File: src/design/mcu_ctrl_pkg.sv
// ------------------------------
// power and interrupt control: widths,
// interrupt bit positions and sequencer states
// ------------------------------
`default_nettype none

package mcu_ctrl_pkg;

  // vector widths
  localparam int INTR_W      = 32;
  localparam int FAST_INTR_W = 15;
  localparam int GPIO_AO_W   = 8;
  localparam int NUM_BANKS   = 2;
  localparam int NUM_TIMERS  = 4;

  // machine interrupt positions, as in mip/mie
  localparam int IRQ_SW_BIT    = 3;
  localparam int IRQ_TIMER_BIT = 7;
  localparam int IRQ_EXT_BIT   = 11;
  localparam int IRQ_FAST_LSB  = 16;

  typedef logic [INTR_W-1:0]      intr_vec_t;
  typedef logic [FAST_INTR_W-1:0] fast_intr_t;
  typedef logic [GPIO_AO_W-1:0]   gpio_ao_intr_t;
  typedef logic [NUM_TIMERS-1:0]  timer_intr_t;
  typedef logic [NUM_BANKS-1:0]   bank_mask_t;

  // switched domain sequencer
  typedef enum logic [3:0] {
    PG_ON,
    PG_CLK_OFF,
    PG_ISO_ON,
    PG_RST_ON,
    PG_SW_OFF,
    PG_OFF,
    PG_SW_ON,
    PG_RST_OFF,
    PG_ISO_OFF
  } pwr_gate_state_t;

  // memory bank retention sequencer
  typedef enum logic [1:0] {
    MR_ACTIVE,
    MR_CLK_OFF,
    MR_RETAIN
  } mem_ret_state_t;

endpackage

`default_nettype wire

File: src/design/domain_reset_gen.sv
// ------------------------------
// registered resets for the system,
// cpu and peripheral domains
// ------------------------------
`timescale 1ns/1ns
`default_nettype none

module domain_reset_gen (
  input  logic clk_i,
  input  logic reset_i,
  input  logic debug_ndmreset_ni,
  input  logic cpu_seq_rst_ni,
  input  logic periph_seq_rst_ni,
  output logic sys_rst_no,
  output logic cpu_rst_no,
  output logic periph_rst_no
);

  logic sys_rst_n_q;
  logic cpu_rst_n_q;
  logic periph_rst_n_q;

  // every domain held while in reset
  always_ff @(posedge clk_i) begin
    if (reset_i) begin
      sys_rst_n_q    <= 1'b0;
      cpu_rst_n_q    <= 1'b0;
      periph_rst_n_q <= 1'b0;
    end else begin
      sys_rst_n_q    <= debug_ndmreset_ni;
      // a domain is also reset by its own power sequence
      cpu_rst_n_q    <= debug_ndmreset_ni & cpu_seq_rst_ni;
      periph_rst_n_q <= debug_ndmreset_ni & periph_seq_rst_ni;
    end
  end

  assign sys_rst_no    = sys_rst_n_q;
  assign cpu_rst_no    = cpu_rst_n_q;
  assign periph_rst_no = periph_rst_n_q;

endmodule

`default_nettype wire

File: src/design/irq_wakeup_ctrl.sv
// ------------------------------
// interrupt vector assembly and
// cpu domain power-off request
// ------------------------------
`timescale 1ns/1ns
`default_nettype none

module irq_wakeup_ctrl
  import mcu_ctrl_pkg::*;
(
  input  timer_intr_t   timer_intr_i,
  input  logic          dma_done_intr_i,
  input  logic          spi_intr_i,
  input  logic          spi_flash_intr_i,
  input  logic          irq_software_i,
  input  logic          irq_external_i,
  input  gpio_ao_intr_t gpio_ao_intr_i,
  input  logic          core_sleep_i,
  input  logic          cpu_pwr_off_en_i,
  output intr_vec_t     intr_o,
  output fast_intr_t    fast_intr_o,
  output logic          cpu_off_req_o
);

  // fast lines: timers 1..3, dma, spi, spi flash, then the ao gpio
  always_comb begin
    fast_intr_o = '0;
    fast_intr_o[NUM_TIMERS-2:0] = timer_intr_i[NUM_TIMERS-1:1];
    fast_intr_o[3] = dma_done_intr_i;
    fast_intr_o[4] = spi_intr_i;
    fast_intr_o[5] = spi_flash_intr_i;
    fast_intr_o[6 +: GPIO_AO_W] = gpio_ao_intr_i;
  end

  // timer 0 is the standard machine timer line
  always_comb begin
    intr_o = '0;
    intr_o[IRQ_SW_BIT]    = irq_software_i;
    intr_o[IRQ_TIMER_BIT] = timer_intr_i[0];
    intr_o[IRQ_EXT_BIT]   = irq_external_i;
    intr_o[IRQ_FAST_LSB +: FAST_INTR_W] = fast_intr_o;
  end

  // any pending line drops the request in the same cycle,
  // so the sequencer never starts a power-down against a wake-up
  assign cpu_off_req_o = core_sleep_i & cpu_pwr_off_en_i & ~(|intr_o);

endmodule

`default_nettype wire

File: src/design/mcu_pwr_irq_top.sv
// ------------------------------
// always-on power and interrupt control
// ------------------------------
`timescale 1ns/1ns
`default_nettype none

module mcu_pwr_irq_top
  import mcu_ctrl_pkg::*;
(
  input  logic          clk_i,
  input  logic          reset_i,
  input  timer_intr_t   timer_intr_i,
  input  logic          dma_done_intr_i,
  input  logic          spi_intr_i,
  input  logic          spi_flash_intr_i,
  input  logic          irq_software_i,
  input  logic          irq_external_i,
  input  gpio_ao_intr_t gpio_ao_intr_i,
  input  logic          core_sleep_i,
  input  logic          cpu_pwr_off_en_i,
  input  logic          periph_pwr_off_req_i,
  input  bank_mask_t    mem_retain_req_i,
  input  logic          debug_ndmreset_ni,
  input  logic          cpu_pwrgate_ack_ni,
  input  logic          periph_pwrgate_ack_ni,
  output intr_vec_t     intr_o,
  output fast_intr_t    fast_intr_o,
  output logic          cpu_clkgate_en_no,
  output logic          cpu_iso_no,
  output logic          cpu_pwrgate_switch_no,
  output logic          cpu_rst_no,
  output logic          periph_clkgate_en_no,
  output logic          periph_iso_no,
  output logic          periph_pwrgate_switch_no,
  output logic          periph_rst_no,
  output logic          sys_rst_no,
  output bank_mask_t    mem_clkgate_en_no,
  output bank_mask_t    mem_set_retentive_no
);

  logic cpu_off_req;
  logic cpu_seq_rst_n;
  logic periph_seq_rst_n;

  irq_wakeup_ctrl irq_ctrl (
    .timer_intr_i, .dma_done_intr_i, .spi_intr_i, .spi_flash_intr_i,
    .irq_software_i, .irq_external_i, .gpio_ao_intr_i,
    .core_sleep_i, .cpu_pwr_off_en_i,
    .intr_o, .fast_intr_o,
    .cpu_off_req_o(cpu_off_req)
  );

  pwr_gate_seq cpu_seq (
    .clk_i, .reset_i,
    .off_req_i     (cpu_off_req),
    .pwrgate_ack_ni(cpu_pwrgate_ack_ni),
    .clkgate_en_no (cpu_clkgate_en_no),
    .iso_en_no     (cpu_iso_no),
    .rst_no        (cpu_seq_rst_n),
    .pwrgate_en_no (cpu_pwrgate_switch_no)
  );

  pwr_gate_seq periph_seq (
    .clk_i, .reset_i,
    .off_req_i     (periph_pwr_off_req_i),
    .pwrgate_ack_ni(periph_pwrgate_ack_ni),
    .clkgate_en_no (periph_clkgate_en_no),
    .iso_en_no     (periph_iso_no),
    .rst_no        (periph_seq_rst_n),
    .pwrgate_en_no (periph_pwrgate_switch_no)
  );

  // banks keep retention only, no switch
  for (genvar b = 0; b < NUM_BANKS; b++) begin : g_bank
    mem_retention_seq bank_seq (
      .clk_i, .reset_i,
      .retain_req_i    (mem_retain_req_i[b]),
      .clkgate_en_no   (mem_clkgate_en_no[b]),
      .set_retentive_no(mem_set_retentive_no[b])
    );
  end

  domain_reset_gen rst_gen (
    .clk_i, .reset_i, .debug_ndmreset_ni,
    .cpu_seq_rst_ni   (cpu_seq_rst_n),
    .periph_seq_rst_ni(periph_seq_rst_n),
    .sys_rst_no, .cpu_rst_no, .periph_rst_no
  );

endmodule

`default_nettype wire

File: src/design/mem_retention_seq.sv
// ------------------------------
// retention entry and exit for one memory bank
// ------------------------------
`timescale 1ns/1ns
`default_nettype none

module mem_retention_seq
  import mcu_ctrl_pkg::*;
(
  input  logic clk_i,
  input  logic reset_i,
  input  logic retain_req_i,
  output logic clkgate_en_no,
  output logic set_retentive_no
);

  mem_ret_state_t state_q;
  mem_ret_state_t state_d;

  always_ff @(posedge clk_i) begin
    if (reset_i) begin
      state_q <= MR_ACTIVE;
    end else begin
      state_q <= state_d;
    end
  end

  // CLK_OFF is shared by entry and exit, the request picks the way out
  always_comb begin
    state_d = state_q;
    case (state_q)
      MR_ACTIVE: begin
        if (retain_req_i) begin
          state_d = MR_CLK_OFF;
        end
      end
      MR_CLK_OFF: state_d = retain_req_i ? MR_RETAIN : MR_ACTIVE;
      MR_RETAIN: begin
        if (!retain_req_i) begin
          state_d = MR_CLK_OFF;
        end
      end
      default: state_d = MR_ACTIVE;
    endcase
  end

  // bank clock stays gated around every retention change
  assign clkgate_en_no    = (state_q == MR_ACTIVE);
  assign set_retentive_no = (state_q != MR_RETAIN);

endmodule

`default_nettype wire

File: src/design/pwr_gate_seq.sv
// ------------------------------
// power-down and power-up sequencer
// for one switched domain
// ------------------------------
`timescale 1ns/1ns
`default_nettype none

module pwr_gate_seq
  import mcu_ctrl_pkg::*;
(
  input  logic clk_i,
  input  logic reset_i,
  input  logic off_req_i,
  input  logic pwrgate_ack_ni,
  output logic clkgate_en_no,
  output logic iso_en_no,
  output logic rst_no,
  output logic pwrgate_en_no
);

  pwr_gate_state_t state_q;
  pwr_gate_state_t state_d;

  always_ff @(posedge clk_i) begin
    if (reset_i) begin
      state_q <= PG_ON;
    end else begin
      state_q <= state_d;
    end
  end

  // requests are only looked at in ON and OFF
  always_comb begin
    state_d = state_q;
    case (state_q)
      PG_ON: begin
        if (off_req_i) begin
          state_d = PG_CLK_OFF;
        end
      end
      PG_CLK_OFF: state_d = PG_ISO_ON;
      PG_ISO_ON:  state_d = PG_RST_ON;
      PG_RST_ON:  state_d = PG_SW_OFF;
      PG_SW_OFF: begin
        // switch reports open
        if (pwrgate_ack_ni) begin
          state_d = PG_OFF;
        end
      end
      PG_OFF: begin
        if (!off_req_i) begin
          state_d = PG_SW_ON;
        end
      end
      PG_SW_ON: begin
        // wait for the rail to be back
        if (!pwrgate_ack_ni) begin
          state_d = PG_RST_OFF;
        end
      end
      PG_RST_OFF: state_d = PG_ISO_OFF;
      PG_ISO_OFF: state_d = PG_ON;
      default:    state_d = PG_ON;
    endcase
  end

  // all outputs active low, decoded from the state register
  always_comb begin
    clkgate_en_no = 1'b0;
    iso_en_no     = 1'b0;
    rst_no        = 1'b0;
    pwrgate_en_no = 1'b1;
    case (state_q)
      PG_ON: begin
        clkgate_en_no = 1'b1;
        iso_en_no     = 1'b1;
        rst_no        = 1'b1;
      end
      PG_CLK_OFF: begin
        iso_en_no = 1'b1;
        rst_no    = 1'b1;
      end
      PG_ISO_ON: begin
        rst_no = 1'b1;
      end
      PG_SW_OFF,
      PG_OFF: begin
        pwrgate_en_no = 1'b0;
      end
      PG_RST_OFF: begin
        rst_no = 1'b1;
      end
      PG_ISO_OFF: begin
        iso_en_no = 1'b1;
        rst_no    = 1'b1;
      end
      default: begin
        // RST_ON and SW_ON keep the defaults
        pwrgate_en_no = 1'b1;
      end
    endcase
  end

endmodule

`default_nettype wire

File: config.mk
export PLATFORM = sky130hd
export DESIGN_NAME = mcu_pwr_irq_top
export DESIGN_NICKNAME = d
export VERILOG_FILES = /design/src/design/mcu_ctrl_pkg.sv /design/src/design/domain_reset_gen.sv /design/src/design/irq_wakeup_ctrl.sv /design/src/design/mcu_pwr_irq_top.sv /design/src/design/mem_retention_seq.sv /design/src/design/pwr_gate_seq.sv
export SDC_FILE = /design/constraint.sdc
export NUM_CORES = 1
export LEC_CHECK = 0
export BUFFER_PORTS_ARGS = -buffer_cell sky130_fd_sc_hd__buf_4
export CAP_MARGIN = 20
export CORE_MARGIN = 2
export CORE_UTILIZATION = 40
export CTS_CLUSTER_DIAMETER = 150
export DETAILED_ROUTE_END_ITERATION = 10
export GPL_ROUTABILITY_DRIVEN = 0
export PLACE_DENSITY = 0.83
export SKIP_LAST_GASP = 1
export SLEW_MARGIN = 20
export SYNTH_ARGS = -nofsm -noshare
export SYNTH_HDL_FRONTEND = slang
export SYNTH_HIERARCHICAL = 1
export SYNTH_SLANG_ARGS = --single-unit
File: constraint.sdc
create_clock -name clk_i -period 4.3 [get_ports clk_i]
set_input_delay 0.86 -clock clk_i [delete_from_list [all_inputs] [get_ports clk_i]]
set_output_delay 0.86 -clock clk_i [all_outputs]
set_load 0.005 [all_outputs]
Word-level counts from Yosys, hierarchy flattened
Cells that the tools add are included.
{"block": "totals", "mem_bits_ro": 0, "output_inout_bits": 60, "wordCells": 87, "latchBits": 0, "register_bits": 15, "mem_bits_rw": 0, "mem_count": 0}
{"block": "op_classes", "muxes": 26, "bitwise": 5, "reduce_logical": 15, "shifts": 0, "n_lt_le_gt_ge": 0, "mul": 0, "n_div": 0, "n_addsub": 0, "eq_ne": 34}
{"operator": "$pmux 4 s8", "n": 2}
{"operator": "$eq 4x3->1 const B", "n": 8}
{"operator": "$mux 4", "n": 8}
{"operator": "$ne 2x2->1 const B", "n": 13}
{"operator": "$reduce_or 17->1", "n": 1}
{"operator": "$eq 4x2->1 const B", "n": 4}
{"operator": "$mux 2", "n": 6}
{"operator": "$pmux 2 s3", "n": 2}
{"operator": "$reduce_or 5->1", "n": 2}
{"operator": "$eq 4x1->1 const B", "n": 2}
{"operator": "$eq 4x4->1 const B", "n": 2}
{"operator": "$logic_not 4->1", "n": 2}
{"operator": "$mux 1", "n": 8}
{"operator": "$reduce_and 4->1", "n": 2}
{"operator": "$reduce_or 3->1", "n": 2}
{"operator": "$and 1x1->1", "n": 4}
{"operator": "$eq 2x1->1 const B", "n": 2}
{"operator": "$eq 2x2->1 const B", "n": 2}
{"operator": "$logic_not 2->1", "n": 2}
{"operator": "$reduce_and 2->1", "n": 2}
{"operator": "$reduce_or 2->1", "n": 2}
{"operator": "$ne 2x1->1 const B", "n": 1}
{"operator": "$not 1->1", "n": 1}

Depth between registers and ports, before layout
Gate-level depths: netlist (run 1).
{"block": "logic_depth", "depth_word": 5, "depth_mapped": 6, "depth_no_buf": 6}

Hierarchy
Netlist (run 1), hierarchy kept.
{"module": "pwr_gate_seq", "area_per_inst_um2": 252.7, "seq_area_each_um2": 80.1, "cells_per_inst": 29, "n_inst": 2}
{"module": "irq_wakeup_ctrl", "area_per_inst_um2": 425.4, "seq_area_each_um2": 0.0, "cells_per_inst": 54, "n_inst": 1}
{"module": "mem_retention_seq", "area_per_inst_um2": 86.3, "seq_area_each_um2": 40.0, "cells_per_inst": 8, "n_inst": 2}
{"module": "domain_reset_gen", "area_per_inst_um2": 88.8, "seq_area_each_um2": 60.1, "cells_per_inst": 6, "n_inst": 1}

Least setup slack after synthesis (run 1)
Ideal clock, no wire load.
{"block": "synth_path", "path_type": "input to register", "from": "input port gpio_ao_intr_i[1]", "to": "register cpu_seq.state_q[0]", "path_buffers": 0, "arrival_ps": 1929, "stages": 6, "path_slack_ps": 2291, "required_time_ps": 4221, "cell_sequence": "nor4_2 -> nand4_1 -> nor4_2 -> nor2_1 -> o32a_1 -> a211oi_2"}
{"block": "synth_via", "elab_chain_cells": 5, "word_cells_on_any_way": 6}
{"item": "from (decl)", "line_no": "mcu_pwr_irq_top.sv:18", "rtl": "input gpio_ao_intr_t gpio_ao_intr_i,"}
{"item": "$reduce_or 17->1 *", "line_no": "irq_wakeup_ctrl.sv:46", "rtl": "assign cpu_off_req_o = core_sleep_i & cpu_pwr_off_en_i & ~(|intr_o);"}
{"item": "$not 1->1 *", "line_no": "irq_wakeup_ctrl.sv:46"}
{"item": "$and 1x1->1 *", "line_no": "irq_wakeup_ctrl.sv:46"}
{"item": "named net cpu_off_req", "line_no": "mcu_pwr_irq_top.sv:41", "rtl": "logic cpu_off_req;"}
{"item": "$ne 2x2->1 (no source line) / $ne 2x1->1 (equally long branches)"}
{"item": "$reduce_and 4->1 (no source line) *"}
{"item": "to (signal assigned)", "line_no": "pwr_gate_seq.sv:28", "rtl": "state_q <= state_d;"}
{"item": "to (decl)", "line_no": "pwr_gate_seq.sv:21", "rtl": "pwr_gate_state_t state_q;"}
The timed path passes the listed nets; every way through them passes the cells marked *.
A chain may end at the register's enable or synchronous reset.

Final worst setup path (run 1)
{"block": "layout_path", "from": "register cpu_seq.state_q[3]", "to": "output port cpu_clkgate_en_no"}
{"block": "layout_via", "elab_chain_cells": 2}
{"item": "$logic_not 4->1", "line_no": "pwr_gate_seq.sv:73", "rtl": "case (state_q)"}
{"item": "$mux 1", "line_no": "pwr_gate_seq.sv:73"}
{"item": "to (decl)", "line_no": "mcu_pwr_irq_top.sv:28", "rtl": "output logic cpu_clkgate_en_no,"}
No other way between the ends.

==> impl_metrics.env, run 1 <==
export IMPL_outcome="finished with violations"
export IMPL_failed_checks="DRC"
export IMPL_rsz0062_at_grt="no"
export IMPL_dp_hpwl_mm=1.88
export IMPL_required_ns=3.44
export IMPL_cts_buffers=3
export IMPL_finClkSkew_ns=0.000479
export IMPL_path_max_fanout=9
export IMPL_ys_types=28
export IMPL_layout_setup_ws_ns=2.26
export IMPL_synth_edf_count=0
export IMPL_clk_path_buf_depth=2
export IMPL_whs_endpoint="g_bank[0].bank_seq/state_q[0]"
export IMPL_clock_sinks=15
export IMPL_syn2layout_area_growth_pct=19.4
export IMPL_diodes=0
export IMPL_reg2reg_from="cpu_seq/state_q[1]"
export IMPL_slew_violations=0
export IMPL_fin_setup_tns_ns=0
export IMPL_dr_wl_met3_um=217
export IMPL_drive_above_1_share_pct=51.8
export IMPL_hold_path_cell_count=1
export IMPL_cts_tree="done"
export IMPL_postRouteAntennaNets=0
export IMPL_drt_met1_wl_um=843
export IMPL_coreArea_um2=2810
export IMPL_synth_adder_area_share_pct=0
export IMPL_dr_wl_met2_mm=1.26
export IMPL_yosys_register_bits=15
export IMPL_synthCells=134
export IMPL_drc=6
export IMPL_crit_type="flop to primary output"
export IMPL_synth_top_family_by_area="buffers and inverters"
export IMPL_grt_pass1_wl_mm=3.49
export IMPL_grt_util_all_layers_pct=12.9
export IMPL_row_count=19
export IMPL_chipWidth_um=58.6
export IMPL_ys_flop_type="dfxtp_1"
export IMPL_min_path_type="flop to flop"
export IMPL_post_cts_buffers=0
export IMPL_h_tree_depth=1
export IMPL_synth_compound_area_share_pct=9.65
export IMPL_grt_ovfl_total=0
export IMPL_ctsRootBufferMaster="clkbuf_4"
export IMPL_leakagePower_nw=0.620
export IMPL_synth_area_mux_share_pct=1.89
export IMPL_initial_core_util_pct=42.5
export IMPL_clkTransAtPathRegs_ns=0.09
export IMPL_ys_async_sr_fraction_pct=0
export IMPL_setup_viol=0
export IMPL_vias=913
export IMPL_die_h_um=58.6
export IMPL_hp_start="g_bank[0].bank_seq/state_q[0]"
export IMPL_regToRegEndpoint="rst_gen/cpu_rst_no"
export IMPL_routed_wl_mm=2.33
export IMPL_hold_buffers=0
export IMPL_cp_start_kind="flop"
export IMPL_top_layer_used="met4"
export IMPL_r2r_cells=3
export IMPL_io_pins=87
export IMPL_synth_area_um2=1190
export IMPL_first_pass_iters=7
export IMPL_ys_seq_area_share_pct=25.2
export IMPL_synth_xor_area_share_pct=4.41
export IMPL_drtIter0Drc=19
export IMPL_min_period_ns=2.04
export IMPL_grt_start_max_net_pins=16
export IMPL_grt_pass1_vias=773
export IMPL_synthSimpleGateAreaFrac_pct=23.7
export IMPL_peakVddDrop_v=0.000180
export IMPL_hold_worst_slack_ns=0.509
export IMPL_hold_viol_final=0
export IMPL_avgSynthCellArea_um2=8.90
export IMPL_finalNetCount=196
export IMPL_antenna_found_initial=0
export IMPL_fin_crit_sh_pct=47.4
export IMPL_p_per_area_nw_per_um2=230
export IMPL_fmax_ghz=0.491
export IMPL_ys_warn_count=6
export IMPL_end_kind="primary output"
export IMPL_drv_cap=0
export IMPL_place_ws_ns=2.03
export IMPL_dieArea_um2=3430
export IMPL_clkLatencyLatePin_ns=0.27
export IMPL_port_buffers=70
export IMPL_ff2ff_setup_slack_ns=3.06
export IMPL_cts_resized=0
export IMPL_arrival_ns=1.18
export IMPL_routedWlPerCell_um=11.7
export IMPL_viasPerCell=4.59
[placed cells by master, fill, tap and decap left out, drive strengths merged]
master  netlist  final
a211oi        6      6
a21oi         2      2
and2b         1      1
and3b         2      2
and4bb        1      1
buf          55     70
clkbuf        0      4
conb          1     16
dfxtp        15     15
mux2          2      2
nand2         6      6
nand2b        2      2
nand3b        4      4
nand4         1      1
nor2          8      8
nor3          4      4
nor3b         2      2
nor4          6      6
nor4b         2      2
o21ai         2      2
o31a          2      2
o32a          2      2
or2b          2      2
xnor2         4      4
xor2          2      2
[per-stage QoR]
stage,total power [mW],instance area (µm²),utilization (%),cells
floorplan,0.224,1250,-,149
detailed placement,0.254,1400,49.8,195
global route,0.347,1420,50.8,199
finish,0.328,1420,50.8,199
CTS,0.331,1420,50.8,199
global placement,0.252,1400,49.8,195
[cells in the mapped netlist, types with 4 or more instances]
cell type | count | area [µm²]
nor3_1 | 4 | 20.0
nor2_1 | 8 | 30.0
nor4_2 | 4 | 50.1
dfxtp_1 | 15 | 300
xnor2_1 | 4 | 35.0
nand2_1 | 6 | 22.5
nand3b_1 | 4 | 30.0
a211oi_1 | 4 | 30.0
buf_4 | 51 | 383
[flip-flops by register name (all words and copies together) (netlist names)]
| signal | cells |
|---|---|
| cpu_seq/state_q | 4 |
| g_bank.bank_seq/state_q | 4 |
| periph_seq/state_q | 4 |
| rst_gen/cpu_rst_no | 1 |
| rst_gen/periph_rst_no | 1 |
| rst_gen/sys_rst_no | 1 |
[cell type report]
cell class,instances,area [µm²]
well taps,31,38.8
clock buffers,4,26.3
flip-flops and latches,15,300
fillers,268,1380
multi-input cells,79,533
repair buffers,70,526
[routing by layer]
metal,vias to the layer above,global-route usage (%)
met3,2,2.20
met2,42,24.2
met4,0,3.90
met5,-,0
met1,407,14.8
li1,462,-
[report_power, final]
group,switching [mW],leakage (nW),internal [mW],total (mW)
logic,0.0355,0.482,0.0591,0.0946
registers,0.0101,0.123,0.146,0.156
clock network,0.0417,0.0150,0.0359,0.0776
total,0.0873,0.620,0.241,0.328
[worst max path at each step]
stage | start | endpoint | slack [ns] | cells after the start
6_report | cpu_seq/state_q[3] | cpu_clkgate_en_no | 2.26 | 2
5_1_grt | cpu_seq/state_q[3] | cpu_clkgate_en_no | 2.14 | 2
4_1_cts | cpu_seq/state_q[2] | cpu_clkgate_en_no | 2.24 | 2
3_5_place_dp | spi_flash_intr_i | cpu_seq/state_q[0] | 2.03 | 7
3_3_place_gp | spi_flash_intr_i | cpu_seq/state_q[0] | 2.05 | 7
2_1_floorplan | gpio_ao_intr_i[1] | cpu_seq/state_q[0] | 2.29 | 6
[logic make-up after synthesis]
kind of cell	Yosys count
AOI/OAI and AO/OA	14
DFF	15
muxes	2
buffers and inverters	55
xor gates and xnor gates	6
other	1
and+or+nand+nor	41
[critical path, cell delays in order (launching register included)]
cell and delay [ns]:
dfxtp_1 0.41, nor4_1 0.33, buf_4 0.16
Power figures use the tool's default switching activity.
==> run 2: changes to the inputs <==
- CORE_UTILIZATION: 40 -> 36
- PLACE_DENSITY: 0.83 -> 0.79
- clock period: 4.3 -> 1.7 ns (I/O delays scaled with it)
==> impl_metrics.env, run 2 (synthesized netlist as in run 1, its figures left out) <==
export IMPL_clock_sinks=15
export IMPL_min_path_type="primary input to flop"
export IMPL_finClkSkew_ns=0.00511
export IMPL_grt_pass1_wl_mm=3.37
export IMPL_syn2layout_area_growth_pct=22.0
export IMPL_required_ns=1.36
export IMPL_drv_cap=0
export IMPL_layout_setup_ws_ns=0.156
export IMPL_coreArea_um2=3100
export IMPL_hold_viol_final=0
export IMPL_postRouteAntennaNets=0
export IMPL_dp_cells=210
export IMPL_clock_power_share_pct=23.3
export IMPL_grt_start_max_net_pins=16
export IMPL_swShare_pct=26.0
export IMPL_port_buffers=70
export IMPL_setup_viol=0
export IMPL_leakagePower_nw=0.629
export IMPL_internal_power_uw=612
export IMPL_antenna_found_initial=0
export IMPL_end_kind="primary output"
export IMPL_crit_chain="nor4_1, buf_4"
export IMPL_final_cells=214
export IMPL_largestRegisters="cpu_seq/state_q x4, g_bank.bank_seq/state_q x4, periph_seq/state_q x4"
export IMPL_grt_pass1_vias=724
export IMPL_dieArea_um2=3790
export IMPL_io_pins=87
export IMPL_finalNetCount=198
export IMPL_drtIter0Drc=29
export IMPL_chipWidth_um=61.6
export IMPL_grt_util_all_layers_pct=12.2
export IMPL_slowest_delay_ns=0.41
export IMPL_vias=903
export IMPL_path_max_fanout=9
export IMPL_diodes=0
export IMPL_clk_path_buf_depth=2
export IMPL_drc=0
export IMPL_initial_core_util_pct=38.4
export IMPL_ctsRootBufferMaster="clkbuf_4"
export IMPL_rsz0062_at_grt="no"
export IMPL_cp_start_kind="flop"
export IMPL_cts_buffers=3
export IMPL_peakVddDrop_v=0.000316
export IMPL_seqPwrFrac_pct=47.5
export IMPL_drive_above_1_share_pct=52.4
export IMPL_grt_ovfl_total=0
export IMPL_die_h_um=61.6
export IMPL_combPwrFrac_pct=29.1
export IMPL_crit_type="flop to primary output"
export IMPL_place_ws_ns=-0.0841
export IMPL_p_per_area_nw_per_um2=568
export IMPL_dp_hpwl_mm=1.87
export IMPL_routed_wl_mm=2.27
export IMPL_cts_tree="done"
export IMPL_routedWlPerCell_um=10.6
export IMPL_slowest_stage="dfxtp_1"
export IMPL_final_cell_mix="72 x buf_4, 16 x conb_1, 15 x dfxtp_1, 8 x nor2_1, 6 x nand2_1"
export IMPL_switching_power_uw=215
export IMPL_cts_resized=0
export IMPL_post_cts_buffers=0
export IMPL_arrival_ns=1.20
export IMPL_fmax_ghz=0.648
export IMPL_first_pass_iters=4
export IMPL_h_tree_depth=1
export IMPL_viasPerCell=4.22
export IMPL_fin_crit_sh_pct=90.8
export IMPL_row_count=20
export IMPL_outcome="finished, final reports clean"
export IMPL_hold_buffers=0
export IMPL_slew_violations=0
export IMPL_layout_commonest_cell="buf_4"
export IMPL_clkTransAtPathRegs_ns=0.08
export IMPL_clkLatencyLatePin_ns=0.28
export IMPL_min_period_ns=1.54
[run 2: cell count changes in the layout (fill, tap and decap cells not counted), sizes merged]
cell / delta
buf: +2
[run 2: layout make-up]
type | count | area, µm²
fill | 329 | 1650
sequential | 15 | 300
tap | 44 | 55.1
clock buffer | 4 | 26.3
multi-input combinational | 79 | 533
timing repair buffer | 72 | 541
[run 2: final timing paths]
kind | slack [ns] | start | endpoint | depth (start not counted)
max | 0.16 | cpu_seq/state_q[3] | cpu_clkgate_en_no | 2
min | 0.31 | debug_ndmreset_ni | rst_gen/sys_rst_no | 2
max reg2reg | 0.46 | cpu_seq/state_q[1] | rst_gen/cpu_rst_no | 3
min reg2reg | 0.49 | g_bank[0].bank_seq/state_q[0] | g_bank[0].bank_seq/state_q[0] | 1
[run 2: worst max-delay path, delay by kind of cell, from the launching register on]
family,cells,cell delay [ns]
buffers and inverters,1,0.17
and+or+nand+nor,1,0.35
DFF,1,0.41
[run 2: layer usage]
| metal | track usage [%] | share of wire (%) | vias up |
|---|---|---|---|
| li1 | - | - | 463 |
| met1 | 14.3 | 38 | 416 |
| met2 | 21.2 | 57 | 22 |
| met3 | 2.52 | 3.3 | 2 |
| met4 | 5.47 | 1.3 | 0 |
| met5 | 0 | 0 | - |
[run 2: power groups by stage]
stage | clock network, mW | registers, mW | logic [mW]
final | 0.193 | 0.393 | 0.241
after global routing | 0.220 | 0.399 | 0.264
after CTS | 0.206 | 0.393 | 0.244
after detailed placement | 0 | 0.402 | 0.244
after global placement | 0 | 0.402 | 0.240
after floorplan | 0 | 0.386 | 0.180
[run 2: stage by stage]
step	power, mW	hold WS (ns)	util (%)	setup TNS [ns]	area [µm²]
6_report	0.827	0.311	46.9	0	1460
5_1_grt	0.883	0.307	46.9	0	1460
4_1_cts	0.844	0.296	46.9	0	1460
3_5_place_dp	0.645	0.485	46.0	-0.0841	1430
3_3_place_gp	0.642	0.478	46.0	-0.000873	1430
2_1_floorplan	0.566	0.405	-	0	1250
